<file path="src/sched_defs.svh">
// sizes shared by the scheduler RTL and its testbench
// PHY_REG_NUM must be larger than ARCH_REG_NUM
// the free list holds PHY_REG_NUM - ARCH_REG_NUM registers
// station depths must be powers of two

`ifndef SCHED_DEFS_SVH
`define SCHED_DEFS_SVH

// register files
`define ARCH_REG_NUM 32
`define PHY_REG_NUM  64

// writeback ports feeding the wakeup network
`define WB_WIDTH 2

// reservation station depths
`define ALU_RS_SIZE 8
`define MEM_RS_SIZE 4

// instruction tag carried through untouched
`define TAG_W 8

`endif

</file>
<file path="src/sched_pkg.sv">
// types for the single-lane rename and issue front
// operation codes arrive 4 bits wide and get narrowed per station class

`include "sched_defs.svh"

package sched_pkg;

  typedef logic [$clog2(`ARCH_REG_NUM)-1:0] areg_t;
  typedef logic [$clog2(`PHY_REG_NUM)-1:0]  preg_t;
  typedef logic [`TAG_W-1:0]                tag_t;

  typedef enum logic {
    CLS_ALU = 1'b0,
    CLS_MEM = 1'b1
  } instr_class_e;

  typedef logic [3:0] alu_oc_t;

  typedef struct packed {
    logic       store;
    logic [1:0] size;
  } mem_oc_t;

  // ==================================================
  // decode request and renamed record
  // ==================================================
  typedef struct packed {
    logic         valid;
    instr_class_e cls;
    areg_t        dest;
    areg_t        src0;
    areg_t        src1;
    logic [3:0]   oc;
    tag_t         tag;
  } sched_req_t;

  // common part of every station entry
  typedef struct packed {
    logic  dest_valid;
    preg_t pdest;
    preg_t old_pdest;
    preg_t psrc0;
    preg_t psrc1;
    logic  src0_ready;
    logic  src1_ready;
    tag_t  tag;
  } rs_base_t;

  typedef struct packed {
    logic         valid;
    instr_class_e cls;
    logic [3:0]   oc;
    rs_base_t     base;
  } ren_t;

  typedef struct packed {
    rs_base_t base;
    alu_oc_t  oc;
  } alu_entry_t;

  typedef struct packed {
    rs_base_t base;
    mem_oc_t  oc;
  } mem_entry_t;

  // ==================================================
  // issue side
  // ==================================================
  typedef struct packed {
    logic  valid;
    logic  dest_valid;
    preg_t pdest;
    preg_t old_pdest;
    preg_t psrc0;
    preg_t psrc1;
    tag_t  tag;
  } issue_base_t;

  typedef struct packed {
    issue_base_t base;
    alu_oc_t     oc;
  } alu_issue_t;

  typedef struct packed {
    issue_base_t base;
    mem_oc_t     oc;
  } mem_issue_t;

  // true when any writeback port this cycle produces p
  function automatic logic wb_hit(
    input preg_t                 p,
    input logic  [`WB_WIDTH-1:0] wb_valid,
    input preg_t [`WB_WIDTH-1:0] wb_pdest
  );
    logic hit;
    hit = 1'b0;
    for (int j = 0; j < `WB_WIDTH; j++) begin
      hit = hit || (wb_valid[j] && (wb_pdest[j] == p));
    end
    return hit;
  endfunction

endpackage

</file>
<file path="src/free_list.sv">
// circular FIFO of free physical registers
// holds registers ARCH_REG_NUM..PHY_REG_NUM-1 after reset
// head entry is visible combinationally before it is popped

`timescale 1ns/1ps
`include "sched_defs.svh"

module free_list (
  input  logic             clk,
  input  logic             rst_n,
  input  logic             alloc_i,
  input  logic             free_valid_i,
  input  sched_pkg::preg_t free_preg_i,
  output sched_pkg::preg_t alloc_preg_o,
  output logic             empty_o
);

  localparam int FL_SIZE = `PHY_REG_NUM - `ARCH_REG_NUM;
  localparam int PTR_W   = $clog2(FL_SIZE);

  sched_pkg::preg_t fl_mem [FL_SIZE];
  logic [PTR_W-1:0] head_q;
  logic [PTR_W-1:0] tail_q;
  logic [PTR_W:0]   cnt_q;

  assign alloc_preg_o = fl_mem[head_q];
  assign empty_o      = (cnt_q == '0);

  always_ff @(posedge clk or negedge rst_n) begin
    if (!rst_n) begin
      head_q <= '0;
      tail_q <= '0;
      cnt_q  <= (PTR_W+1)'(FL_SIZE);
      // every register above the architectural range starts free
      for (int i = 0; i < FL_SIZE; i++) begin
        fl_mem[i] <= sched_pkg::preg_t'(`ARCH_REG_NUM + i);
      end
    end else begin
      if (alloc_i) begin
        head_q <= (head_q == PTR_W'(FL_SIZE - 1)) ? '0 : head_q + 1'b1;
      end
      if (free_valid_i) begin
        fl_mem[tail_q] <= free_preg_i;
        tail_q         <= (tail_q == PTR_W'(FL_SIZE - 1)) ? '0 : tail_q + 1'b1;
      end
      cnt_q <= cnt_q + (PTR_W+1)'(free_valid_i) - (PTR_W+1)'(alloc_i);
    end
  end

  // rename must hold back requests once the list runs dry
  a_no_alloc_empty: assert property (@(posedge clk) disable iff (!rst_n)
    alloc_i |-> !empty_o);

  // commit never returns more registers than were handed out
  a_no_free_full: assert property (@(posedge clk) disable iff (!rst_n)
    free_valid_i |-> (cnt_q != (PTR_W+1)'(FL_SIZE)));

endmodule

</file>
<file path="src/rename_stage.sv">
// alias table, ready table and free list allocation for one lane
// source lookups see the table before this instruction's own write
// the stage register holds and keeps waking up while stalled

`timescale 1ns/1ps
`include "sched_defs.svh"

module rename_stage (
  input  logic                             clk,
  input  logic                             rst_n,
  input  sched_pkg::sched_req_t            req_i,
  input  logic                             stall_i,
  input  logic             [`WB_WIDTH-1:0] wb_valid_i,
  input  sched_pkg::preg_t [`WB_WIDTH-1:0] wb_pdest_i,
  input  logic                             free_valid_i,
  input  sched_pkg::preg_t                 free_preg_i,
  output logic                             req_ready_o,
  output sched_pkg::ren_t                  ren_o
);

  sched_pkg::preg_t        rat_q [`ARCH_REG_NUM];
  logic [`PHY_REG_NUM-1:0] prdy_q;
  sched_pkg::ren_t         ren_q;

  logic                fl_empty;
  sched_pkg::preg_t    fl_preg;
  logic                need_preg;
  logic                accept;
  logic                alloc;
  sched_pkg::rs_base_t new_base;
  sched_pkg::rs_base_t held_base;

  free_list u_free_list (
    .clk          (clk),
    .rst_n        (rst_n),
    .alloc_i      (alloc),
    .free_valid_i (free_valid_i),
    .free_preg_i  (free_preg_i),
    .alloc_preg_o (fl_preg),
    .empty_o      (fl_empty)
  );

  // ==================================================
  // accept and allocation
  // ==================================================
  assign need_preg   = req_i.valid && (req_i.dest != '0);
  assign req_ready_o = !stall_i && !(fl_empty && need_preg);
  assign accept      = req_i.valid && req_ready_o;
  assign alloc       = accept && need_preg;

  always_comb begin
    new_base            = '0;
    new_base.dest_valid = (req_i.dest != '0);
    new_base.pdest      = new_base.dest_valid ? fl_preg : '0;
    new_base.old_pdest  = rat_q[req_i.dest];
    new_base.psrc0      = rat_q[req_i.src0];
    new_base.psrc1      = rat_q[req_i.src1];
    new_base.tag        = req_i.tag;
    // r0 is always ready
    new_base.src0_ready = (req_i.src0 == '0) || prdy_q[new_base.psrc0] ||
                          sched_pkg::wb_hit(new_base.psrc0, wb_valid_i, wb_pdest_i);
    new_base.src1_ready = (req_i.src1 == '0) || prdy_q[new_base.psrc1] ||
                          sched_pkg::wb_hit(new_base.psrc1, wb_valid_i, wb_pdest_i);

    // wakeup for a held instruction
    held_base            = ren_q.base;
    held_base.src0_ready = held_base.src0_ready ||
                           sched_pkg::wb_hit(held_base.psrc0, wb_valid_i, wb_pdest_i);
    held_base.src1_ready = held_base.src1_ready ||
                           sched_pkg::wb_hit(held_base.psrc1, wb_valid_i, wb_pdest_i);
  end

  // ==================================================
  // alias and ready tables
  // ==================================================
  always_ff @(posedge clk or negedge rst_n) begin
    if (!rst_n) begin
      for (int i = 0; i < `ARCH_REG_NUM; i++) begin
        rat_q[i] <= sched_pkg::preg_t'(i);
      end
      prdy_q <= '1;
    end else begin
      for (int j = 0; j < `WB_WIDTH; j++) begin
        if (wb_valid_i[j]) begin
          prdy_q[wb_pdest_i[j]] <= 1'b1;
        end
      end
      // new mapping is pending until its writeback
      if (alloc) begin
        rat_q[req_i.dest] <= fl_preg;
        prdy_q[fl_preg]   <= 1'b0;
      end
    end
  end

  // stage register
  always_ff @(posedge clk or negedge rst_n) begin
    if (!rst_n) begin
      ren_q <= '0;
    end else if (stall_i) begin
      ren_q.base <= held_base;
    end else begin
      ren_q.valid <= accept;
      ren_q.cls   <= req_i.cls;
      ren_q.oc    <= req_i.oc;
      ren_q.base  <= new_base;
    end
  end

  assign ren_o = ren_q;

  // dispatch only stalls on an instruction actually sitting here
  a_stall_needs_valid: assert property (@(posedge clk) disable iff (!rst_n)
    stall_i |-> ren_q.valid);

endmodule

</file>
<file path="src/dispatch_stage.sv">
// routes the renamed instruction to its station by class
// same-cycle writebacks are folded into the source ready bits
// stall is raised when the target station cannot take the entry

`timescale 1ns/1ps
`include "sched_defs.svh"

module dispatch_stage (
  input  sched_pkg::ren_t                  ren_i,
  input  logic                             alu_wr_ready_i,
  input  logic                             mem_wr_ready_i,
  input  logic             [`WB_WIDTH-1:0] wb_valid_i,
  input  sched_pkg::preg_t [`WB_WIDTH-1:0] wb_pdest_i,
  output logic                             alu_wr_valid_o,
  output sched_pkg::alu_entry_t            alu_entry_o,
  output logic                             mem_wr_valid_o,
  output sched_pkg::mem_entry_t            mem_entry_o,
  output logic                             stall_o
);

  sched_pkg::rs_base_t base;

  always_comb begin
    base            = ren_i.base;
    base.src0_ready = base.src0_ready ||
                      sched_pkg::wb_hit(base.psrc0, wb_valid_i, wb_pdest_i);
    base.src1_ready = base.src1_ready ||
                      sched_pkg::wb_hit(base.psrc1, wb_valid_i, wb_pdest_i);

    alu_wr_valid_o = ren_i.valid && (ren_i.cls == sched_pkg::CLS_ALU);
    mem_wr_valid_o = ren_i.valid && (ren_i.cls == sched_pkg::CLS_MEM);

    alu_entry_o.base = base;
    alu_entry_o.oc   = sched_pkg::alu_oc_t'(ren_i.oc);
    // memory ops only use the low 3 bits
    mem_entry_o.base = base;
    mem_entry_o.oc   = sched_pkg::mem_oc_t'(ren_i.oc[2:0]);

    stall_o = (alu_wr_valid_o && !alu_wr_ready_i) ||
              (mem_wr_valid_o && !mem_wr_ready_i);
  end

endmodule

</file>
<file path="src/reservation_station.sv">
// reservation station kept as a compacting queue with entry 0 the oldest
// IN_ORDER=1 issues only the head and IN_ORDER=0 the oldest ready entry
// an empty or idle station passes a ready write straight to issue
// RS_SIZE must be a power of two

`timescale 1ns/1ps
`include "sched_defs.svh"

module reservation_station #(
  parameter int  RS_SIZE  = 8,
  parameter bit  IN_ORDER = 1'b0,
  parameter type OC_T     = logic [3:0]
) (
  input  logic                             clk,
  input  logic                             rst_n,
  input  logic                             wr_valid_i,
  input  sched_pkg::rs_base_t              wr_base_i,
  input  OC_T                              wr_oc_i,
  input  logic             [`WB_WIDTH-1:0] wb_valid_i,
  input  sched_pkg::preg_t [`WB_WIDTH-1:0] wb_pdest_i,
  input  logic                             issue_ready_i,
  output logic                             wr_ready_o,
  output logic [$bits(sched_pkg::issue_base_t)+$bits(OC_T)-1:0] issue_o
);

  localparam int IDX_W = $clog2(RS_SIZE);

  typedef struct packed {
    sched_pkg::rs_base_t base;
    OC_T                 oc;
  } entry_t;

  typedef struct packed {
    sched_pkg::issue_base_t base;
    OC_T                    oc;
  } issue_t;

  logic [RS_SIZE-1:0] vld_q;
  logic [RS_SIZE-1:0] vld_nxt;
  entry_t             ent_q   [RS_SIZE];
  entry_t             ent_nxt [RS_SIZE];
  issue_t             issue_q;
  issue_t             issue_nxt;

  entry_t     wr_ent;
  entry_t     sel_ent;
  logic [IDX_W-1:0] sel_idx;
  logic [IDX_W:0]   cnt;
  logic [IDX_W:0]   wr_pos;
  logic       sel_found;
  logic       bypass;
  logic       can_load;
  logic       take;
  logic       wr_fire;
  logic       wr_store;

  assign wr_ready_o = !vld_q[RS_SIZE-1];
  assign wr_fire    = wr_valid_i && wr_ready_o;
  assign wr_ent     = '{base: wr_base_i, oc: wr_oc_i};
  assign can_load   = !issue_q.base.valid || issue_ready_i;

  // ==================================================
  // selection
  // ==================================================
  always_comb begin
    sel_found = 1'b0;
    sel_idx   = '0;
    cnt       = '0;
    for (int i = 0; i < RS_SIZE; i++) begin
      cnt = cnt + (IDX_W+1)'(vld_q[i]);
    end
    if (IN_ORDER) begin
      sel_found = vld_q[0] && ent_q[0].base.src0_ready && ent_q[0].base.src1_ready;
    end else begin
      // scan down so the lowest ready index wins
      for (int i = RS_SIZE - 1; i >= 0; i--) begin
        if (vld_q[i] && ent_q[i].base.src0_ready && ent_q[i].base.src1_ready) begin
          sel_found = 1'b1;
          sel_idx   = IDX_W'(i);
        end
      end
    end

    // incoming entry is the youngest
    bypass = wr_fire && !sel_found && wr_base_i.src0_ready && wr_base_i.src1_ready &&
             (!IN_ORDER || (vld_q == '0));
    take     = can_load && (sel_found || bypass);
    sel_ent  = sel_found ? ent_q[sel_idx] : wr_ent;
    wr_store = wr_fire && !(take && !sel_found);
    wr_pos   = cnt - (IDX_W+1)'(take && sel_found);
  end

  // ==================================================
  // queue update
  // ==================================================
  always_comb begin
    vld_nxt = vld_q;
    for (int i = 0; i < RS_SIZE; i++) begin
      ent_nxt[i] = ent_q[i];
      ent_nxt[i].base.src0_ready = ent_q[i].base.src0_ready ||
          sched_pkg::wb_hit(ent_q[i].base.psrc0, wb_valid_i, wb_pdest_i);
      ent_nxt[i].base.src1_ready = ent_q[i].base.src1_ready ||
          sched_pkg::wb_hit(ent_q[i].base.psrc1, wb_valid_i, wb_pdest_i);
    end
    // close the gap left by the issued entry
    if (take && sel_found) begin
      for (int i = 0; i < RS_SIZE - 1; i++) begin
        if (i >= sel_idx) begin
          ent_nxt[i] = ent_nxt[i+1];
          vld_nxt[i] = vld_nxt[i+1];
        end
      end
      vld_nxt[RS_SIZE-1] = 1'b0;
    end
    if (wr_store) begin
      ent_nxt[wr_pos[IDX_W-1:0]] = wr_ent;
      vld_nxt[wr_pos[IDX_W-1:0]] = 1'b1;
    end

    issue_nxt.base.valid      = take;
    issue_nxt.base.dest_valid = sel_ent.base.dest_valid;
    issue_nxt.base.pdest      = sel_ent.base.pdest;
    issue_nxt.base.old_pdest  = sel_ent.base.old_pdest;
    issue_nxt.base.psrc0      = sel_ent.base.psrc0;
    issue_nxt.base.psrc1      = sel_ent.base.psrc1;
    issue_nxt.base.tag        = sel_ent.base.tag;
    issue_nxt.oc              = sel_ent.oc;
  end

  always_ff @(posedge clk or negedge rst_n) begin
    if (!rst_n) begin
      vld_q <= '0;
    end else begin
      vld_q <= vld_nxt;
    end
  end

  always_ff @(posedge clk) begin
    for (int i = 0; i < RS_SIZE; i++) begin
      ent_q[i] <= ent_nxt[i];
    end
  end

  // issue register holds while the consumer is busy
  always_ff @(posedge clk or negedge rst_n) begin
    if (!rst_n) begin
      issue_q <= '0;
    end else if (can_load) begin
      issue_q <= issue_nxt;
    end
  end

  assign issue_o = issue_q;

  // only woken entries reach the issue register
  a_issue_ready: assert property (@(posedge clk) disable iff (!rst_n)
    take |-> sel_ent.base.src0_ready && sel_ent.base.src1_ready);

endmodule

</file>
<file path="src/scheduler_top.sv">
// single-lane rename and issue front
// one ALU station (out of order) and one memory station (in program order)
// writeback and free arrive as one-cycle pulses

`timescale 1ns/1ps
`include "sched_defs.svh"

module scheduler_top (
  input  logic                             clk,
  input  logic                             rst_n,
  input  sched_pkg::sched_req_t            req_i,
  output logic                             req_ready_o,
  input  logic             [`WB_WIDTH-1:0] wb_valid_i,
  input  sched_pkg::preg_t [`WB_WIDTH-1:0] wb_pdest_i,
  input  logic                             free_valid_i,
  input  sched_pkg::preg_t                 free_preg_i,
  output sched_pkg::alu_issue_t            alu_issue_o,
  input  logic                             alu_ready_i,
  output sched_pkg::mem_issue_t            mem_issue_o,
  input  logic                             mem_ready_i
);

  sched_pkg::ren_t       ren;
  logic                  stall;
  logic                  alu_wr_valid;
  logic                  alu_wr_ready;
  logic                  mem_wr_valid;
  logic                  mem_wr_ready;
  sched_pkg::alu_entry_t alu_entry;
  sched_pkg::mem_entry_t mem_entry;

  rename_stage u_rename (
    .clk          (clk),
    .rst_n        (rst_n),
    .req_i        (req_i),
    .stall_i      (stall),
    .wb_valid_i   (wb_valid_i),
    .wb_pdest_i   (wb_pdest_i),
    .free_valid_i (free_valid_i),
    .free_preg_i  (free_preg_i),
    .req_ready_o  (req_ready_o),
    .ren_o        (ren)
  );

  dispatch_stage u_dispatch (
    .ren_i          (ren),
    .alu_wr_ready_i (alu_wr_ready),
    .mem_wr_ready_i (mem_wr_ready),
    .wb_valid_i     (wb_valid_i),
    .wb_pdest_i     (wb_pdest_i),
    .alu_wr_valid_o (alu_wr_valid),
    .alu_entry_o    (alu_entry),
    .mem_wr_valid_o (mem_wr_valid),
    .mem_entry_o    (mem_entry),
    .stall_o        (stall)
  );

  reservation_station #(
    .RS_SIZE  (`ALU_RS_SIZE),
    .IN_ORDER (1'b0),
    .OC_T     (sched_pkg::alu_oc_t)
  ) u_alu_rs (
    .clk           (clk),
    .rst_n         (rst_n),
    .wr_valid_i    (alu_wr_valid),
    .wr_base_i     (alu_entry.base),
    .wr_oc_i       (alu_entry.oc),
    .wb_valid_i    (wb_valid_i),
    .wb_pdest_i    (wb_pdest_i),
    .issue_ready_i (alu_ready_i),
    .wr_ready_o    (alu_wr_ready),
    .issue_o       (alu_issue_o)
  );

  reservation_station #(
    .RS_SIZE  (`MEM_RS_SIZE),
    .IN_ORDER (1'b1),
    .OC_T     (sched_pkg::mem_oc_t)
  ) u_mem_rs (
    .clk           (clk),
    .rst_n         (rst_n),
    .wr_valid_i    (mem_wr_valid),
    .wr_base_i     (mem_entry.base),
    .wr_oc_i       (mem_entry.oc),
    .wb_valid_i    (wb_valid_i),
    .wb_pdest_i    (wb_pdest_i),
    .issue_ready_i (mem_ready_i),
    .wr_ready_o    (mem_wr_ready),
    .issue_o       (mem_issue_o)
  );

endmodule

</file>
<file path="config.mk">
export PLATFORM = sky130hd
export DESIGN_NAME = scheduler_top
export DESIGN_NICKNAME = d
export VERILOG_FILES = /design/src/sched_pkg.sv /design/src/free_list.sv /design/src/rename_stage.sv /design/src/dispatch_stage.sv /design/src/reservation_station.sv /design/src/scheduler_top.sv
export VERILOG_INCLUDE_DIRS = /design/src /design/src/src
export SDC_FILE = /design/constraint.sdc
export NUM_CORES = 2
export LEC_CHECK = 0
export BUFFER_PORTS_ARGS = -buffer_cell sky130_fd_sc_hd__buf_2
export CAP_MARGIN = 10
export CORE_MARGIN = 1.5
export CORE_UTILIZATION = 68
export CTS_CLUSTER_SIZE = 14
export DETAILED_ROUTE_END_ITERATION = 10
export HOLD_SLACK_MARGIN = 0.1
export PLACE_DENSITY = 0.82
export SLEW_MARGIN = 25
export SYNTH_ARGS = -nofsm -noshare
export SYNTH_HDL_FRONTEND = slang
export SYNTH_SLANG_ARGS = --single-unit
export TNS_END_PERCENT = 50
</file>
<file path="constraint.sdc">
create_clock -name clk -period 8.5 [get_ports clk]
set_clock_uncertainty 0.2 [all_clocks]
set_input_delay 2.55 -clock clk [delete_from_list [all_inputs] [get_ports clk]]
set_output_delay 2.55 -clock clk [all_outputs]
set_load 0.02 [all_outputs]
</file>
Word-level counts from Yosys, hierarchy flattened. Memories as Yosys holds them, arrays and structs flattened. Index checks and enable logic that the tools add are counted.

Register bits: 592. Latch bits: 0. Bits in writable memories: 464. Memory bits (read-only): 0. Input bits: 54. Output and inout port bits: 76. Word-level logic and storage cells: 490. Memories kept: 2.

Add/sub/neg operators: 16. Multiply operators: 0. Divide/modulo/power cells: 0. $lt $le $gt $ge: 30. Equal/unequal tests: 58. Shift operators: 0. Multiplexer cells: 85. Bitwise logic cells: 14. Reductions and logical operators: 187.

Memories: u_alu_rs.ent_q (depth 8, width 39, rd ports 9, clocked after memory_dff 0, wr ports 8, line reservation_station.sv:40) `entry_t ent_q [RS_SIZE];`; u_mem_rs.ent_q (depth 4, width 38, rd ports 4, clocked after memory_dff 0, wr ports 4, line reservation_station.sv:40).

Operators with widths (count): bitwise mux 192 bit (2); 2-to-1 mux 39 bit (9); equality test 6 bit (56); bitwise mux 312 bit (1); 2-to-1 mux 312 bit (1); 2-to-1 mux 273 bit (1); 2-to-1 mux 64 bit (3); bitwise mux 152 bit (1); 2-to-1 mux 152 bit (1); bitwise OR 64 bit (2); binary-select mux 6 bit (select 5 bit) (4); demux 39 bit (select 3 bit) (1); 2-to-1 mux 114 bit (1); logical AND 1 bit (109); demux 38 bit (select 2 bit) (1); 2-to-1 mux 38 bit (2); 2-to-1 mux 6 bit (11); AND 64 bit (1); NOT 64 bit (1); logical OR 1 bit (63); demux 6 bit (select 5 bit) (2); < comparator 6 x 7 -> 1 bit (second input constant) (5); >= comparator 6 bit (second input constant) (5); NOT 5 -> 6 bit (5); 42 further kinds (102).

Logic depth before layout (Yosys ltp). An unclocked memory read counts as a cell.

Depth in word-level cells: 26. Depth in mapped cells: 21.

Hierarchy. Synthesis repeated with hierarchy kept, for this count alone.

Cell total of the unflattened synthesis: 5660. Area total of the unflattened synthesis: 58150.8 µm².

By module, submodules not included: reservation_station at u_alu_rs (times used 1, cells each 2353, area an instance 19675.1 µm², sequential area each 7767.4 µm²); rename_stage (times used 1, cells each 1550, area an instance 19000.7 µm², sequential area each 7612.3 µm²); free_list (times used 1, cells each 673, area an instance 9955.8 µm², sequential area each 5346.4 µm²); reservation_station at u_mem_rs (times used 1, cells each 971, area an instance 8654.6 µm², sequential area each 4429.2 µm²); dispatch_stage (times used 1, cells each 113, area an instance 864.6 µm², sequential area each 0.0 µm²).

Worst setup path after synthesis. OpenSTA, ideal clock, no wires.

Kind: input to register. Start: input alu_ready_i. End: memory u_alu_rs.ent_q[7][0] in the netlist's numbering, enable pin. Setup time: 392 ps. Arrival: 6292 ps. Data required time: 7908 ps. Setup slack: 1616 ps. Stages on the path: 15. Path buffers: 1. Path through: nor2b_1 > clkbuf_1 > nor2_1 > ha_1 > fa_1 > fa_1 > inv_1 > fa_1 > inv_1 > fa_1 > xnor2_1 > xnor2_1 > nor2_1 > nand3_1 > inv_1.

RTL lines: from (decl) (line scheduler_top.sv:18) `input logic alu_ready_i,`; to (decl) (line reservation_station.sv:40).

Worst setup path after layout.
Start: input req_i[24] in the netlist's numbering. End: output req_ready_o.

Cells in the longest elaborated chain, start to end: 5.

RTL lines: from (decl) (line scheduler_top.sv:11) `input sched_pkg::sched_req_t req_i,`; nonzero test 5 bit (line rename_stage.sv:46) `assign need_preg = req_i.valid && (req_i.dest != '0);`; logical AND 1 bit (line rename_stage.sv:46); logical AND 1 bit (line rename_stage.sv:47) `assign req_ready_o = !stall_i && !(fl_empty && need_preg);`; zero test 1 bit (line rename_stage.sv:47); logical AND 1 bit (line rename_stage.sv:47); to (decl) (line scheduler_top.sv:12) `output logic req_ready_o,`.

No other way between the ends.

==> results.yml <==
status:
  outcome: "complete, no violations"
synth:
  avgSynthCellArea_um2: 10.4
  ys_top_cells_by_area: "dfrtp_1 (15%), dfxtp_1 (14%), dfstp_2 (12%), mux2i_1 (9.4%), mux4_2 (8.4%)"
  synth_top_area_cell: "dfrtp_1"
  synthFlopType: "dfxtp_1"
  yosysMostFrequentCell: "nand2_1"
  ys_ff_latch: 1056
  synthCells: 5396
  yosysWarningCount: 0
  yosysTopAreaCellShare: 0.149
  seq_area_frac_synth: 0.447
  async_flop_share: 0.561
  synth.distinct_cells: 90
  synth_common_cells: "nand2_1 (574), mux2i_1 (527), nor2_1 (429)"
  synth.net_count: 5477
  synth-edff-count: 73
  syn_area_um2: 56200
timing:
  hold_viol: 0
  finalCritPeriodShare: 0.822
  rsz0062_at_grt: "no"
  setup_viol: 0
  fin_setup_tns_ns: 0
  post-route-min-period_ns: 6.99
  maxSlewHeadroom: 0.239
  timing_max_transition_violations_final: 0
  whs_ns: 0.217
  fmax_mhz: 143
  worst_pin_slew_ns: 1.14
place:
  dp_hpwl_um: 104000
  io_buffers: 129
  gp_congestion: 0.962
grt:
  grtUsageTotal: 0.385
  gr-total-overflow: 0
  grt_pass1_vias: 43522
  grt_pass1_wl_um: 254000
  antenna_found_initial: 7
  grt_max_degree: 132
routing:
  dr.pass1.iters: 8
  drc_errors: 0
  drt-initial-drc-count: 5091
  wl_um: 165000
  antenna_left: 0
  routed_via_density: 6.89
  wl_per_cell_um: 25.6
  num_vias: 44206
die:
  die_area_um2: 84400
  core_um2: 82000
  ios: 130
  initial_core_util: 0.686
  die_w_um: 291
  die_h_um: 291
  rows: 105
power:
  switching_share: 0.401
  p_leak_nw: 25.0
  combPwrFrac: 0.410
  p_seq_frac: 0.391
  clockPowerShare: 0.199
  p_int_mw: 14.6
  switchingPower_mw: 9.82
  irDropWorstVdd_mv: 0.366
  power_density_nw_per_um2: 401
worst_setup_path:
  crit_type: "primary input to output pin"
  worstPathArrival_ns: 4.24
  crit_slowest_cell: "buf_2"
  path_cells: "buf_2 > nor3_1 > nand2_1 > nand2_1 > nor4_1 > nor2_1 > buf_2"
  cp-end-kind: "output pin"
  crit_buf_inv: 2
  critical_path.top_delay_family: "simple AND/OR/NAND/NOR gates"
  slowest_delay_ns: 0.56
  required_ns: 5.75
  path_max_fanout: 25
  r2r.worst_path.cells: 19
  start_kind: "primary input"
  cp_num_cells: 7
layout:
  drive_gt1_frac: 0.216
  syn2layout_area_growth_pct: 8.44
  nets: 5336
  fill_cells: 5435
hold_path:
  holdPathStages: 0
  hold_class: "flop to flop"
clocking:
  clock-sinks: 1056
  cts.repair.resized: 0
  cts_root_buffer: "clkbuf_16"
  cts_tree: "built"
  clkTransAtPathRegs_ns: 0.05
  cts_made_buffers: 106
  cts_hold_buf: 0
  clock_latency_ns: 0.69
  post_cts_buffers: 0
  h-tree-depth: 3
  clock_path_buffers: 3
job:
  max_cap_viol_count: 0
[worst paths after layout]
kind	from	endpoint	slack, ns
setup / recovery	req_i[24]	req_ready_o	1.51
hold / removal	u_rename.rat_q[187]$_DFFE_PN0P_	u_rename.rat_q[187]$_DFFE_PN0P_	0.22
setup reg to reg	u_alu_rs.vld_q[0]$_DFF_PN0_	u_alu_rs.ent_q[6][25]$_DFF_P_	2.50
hold reg to reg	u_rename.rat_q[187]$_DFFE_PN0P_	u_rename.rat_q[187]$_DFFE_PN0P_	0.22
max in group asynchronous	rst_n	u_rename.rat_q[29]$_DFFE_PN0P_	4.95
min in group asynchronous	rst_n	u_alu_rs.issue_o[21]$_DFFE_PN0N_	1.66
[cell usage in the layout (no fill, tap or decap), types with 169 or more instances in the layout]
cell | Yosys | layout
dfxtp_1 | 391 | 391
mux2i_1 | 527 | 522
xor2_1 | 169 | 169
a21oi_1 | 338 | 335
dfrtp_1 | 335 | 333
mux2_2 | 218 | 218
xnor2_1 | 175 | 175
mux4_2 | 211 | 211
dfstp_2 | 257 | 257
o21ai_0 | 256 | 256
nand2_1 | 574 | 569
nor2_1 | 429 | 417
[power groups by stage]
stage	sequential (mW)	combinational, mW	clock (mW)
2_1_floorplan	8.65	7.43	0
3_3_place_gp	9.41	9.39	0
3_5_place_dp	9.53	9.71	0
4_1_cts	9.48	9.81	4.89
5_1_grt	9.74	10.7	5.08
6_report	9.56	10.0	4.87
[per-stage QoR]
stage | total power [mW] | util | worst slack [ns] | cells | area (um2)
after floorplan | 16.1 | - | 1.62 | 5396 | 56200
after global placement | 18.8 | 0.699 | 1.40 | 6215 | 57300
after global routing | 25.5 | 0.744 | 1.48 | 6419 | 61000
after detailed placement | 19.2 | 0.699 | 1.31 | 6216 | 57300
final | 24.5 | 0.744 | 1.51 | 6419 | 61000
after CTS | 24.2 | 0.743 | 1.58 | 6416 | 60900
[routing by layer]
layer	GRT usage	vias to the layer above	share of wire
met1	0.504	21670	0.38
met4	0.200	6	0.056
met2	0.599	2705	0.46
met3	0.0928	647	0.10
li1	-	19178	-
met5	0	-	0.00021
[cells by family (layout without fill, tap and decap cells)]
kind of cell | after synthesis | in the layout | synth area share
buf+inv | 561 | 512 | 0.0412
other cells | 0 | 2 | 0
mux | 979 | 979 | 0.230
fa+ha+maj | 27 | 27 | 0.00681
flops | 1056 | 1056 | 0.447
simple gates | 1383 | 1383 | 0.108
compound gates | 1046 | 1046 | 0.114
xor+xnor | 344 | 344 | 0.0536
[registers in the layout, indices dropped and copies added, names as in the netlist]
signal / flops
u_alu_rs.ent_q: 312
u_rename.rat_q: 192
u_rename.u_free_list.fl_mem: 192
u_mem_rs.ent_q: 152
u_rename.prdy_q: 64
u_rename.ren_o: 41
u_alu_rs.issue_o: 38
u_mem_rs.issue_o: 37
u_alu_rs.vld_q: 8
u_rename.u_free_list.cnt_q: 6
u_rename.u_free_list.head_q: 5
u_rename.u_free_list.tail_q: 5
u_mem_rs.vld_q: 4
[final cells by class]
cell class | instances | area [um2] | share of cell area
clock buffers | 170 | 3240 | 0.0532
well taps | 1070 | 1340 | 0.0219
repair buffers | 225 | 1450 | 0.0238
flip-flops and latches | 1056 | 25200 | 0.413
diodes | 2 | 5.00 | 0.0000821
clock inverters | 30 | 384 | 0.00630
inverters | 87 | 329 | 0.00540
multi-input cells | 3779 | 29100 | 0.477
No activity file was read; power rests on OpenSTA's default activity.
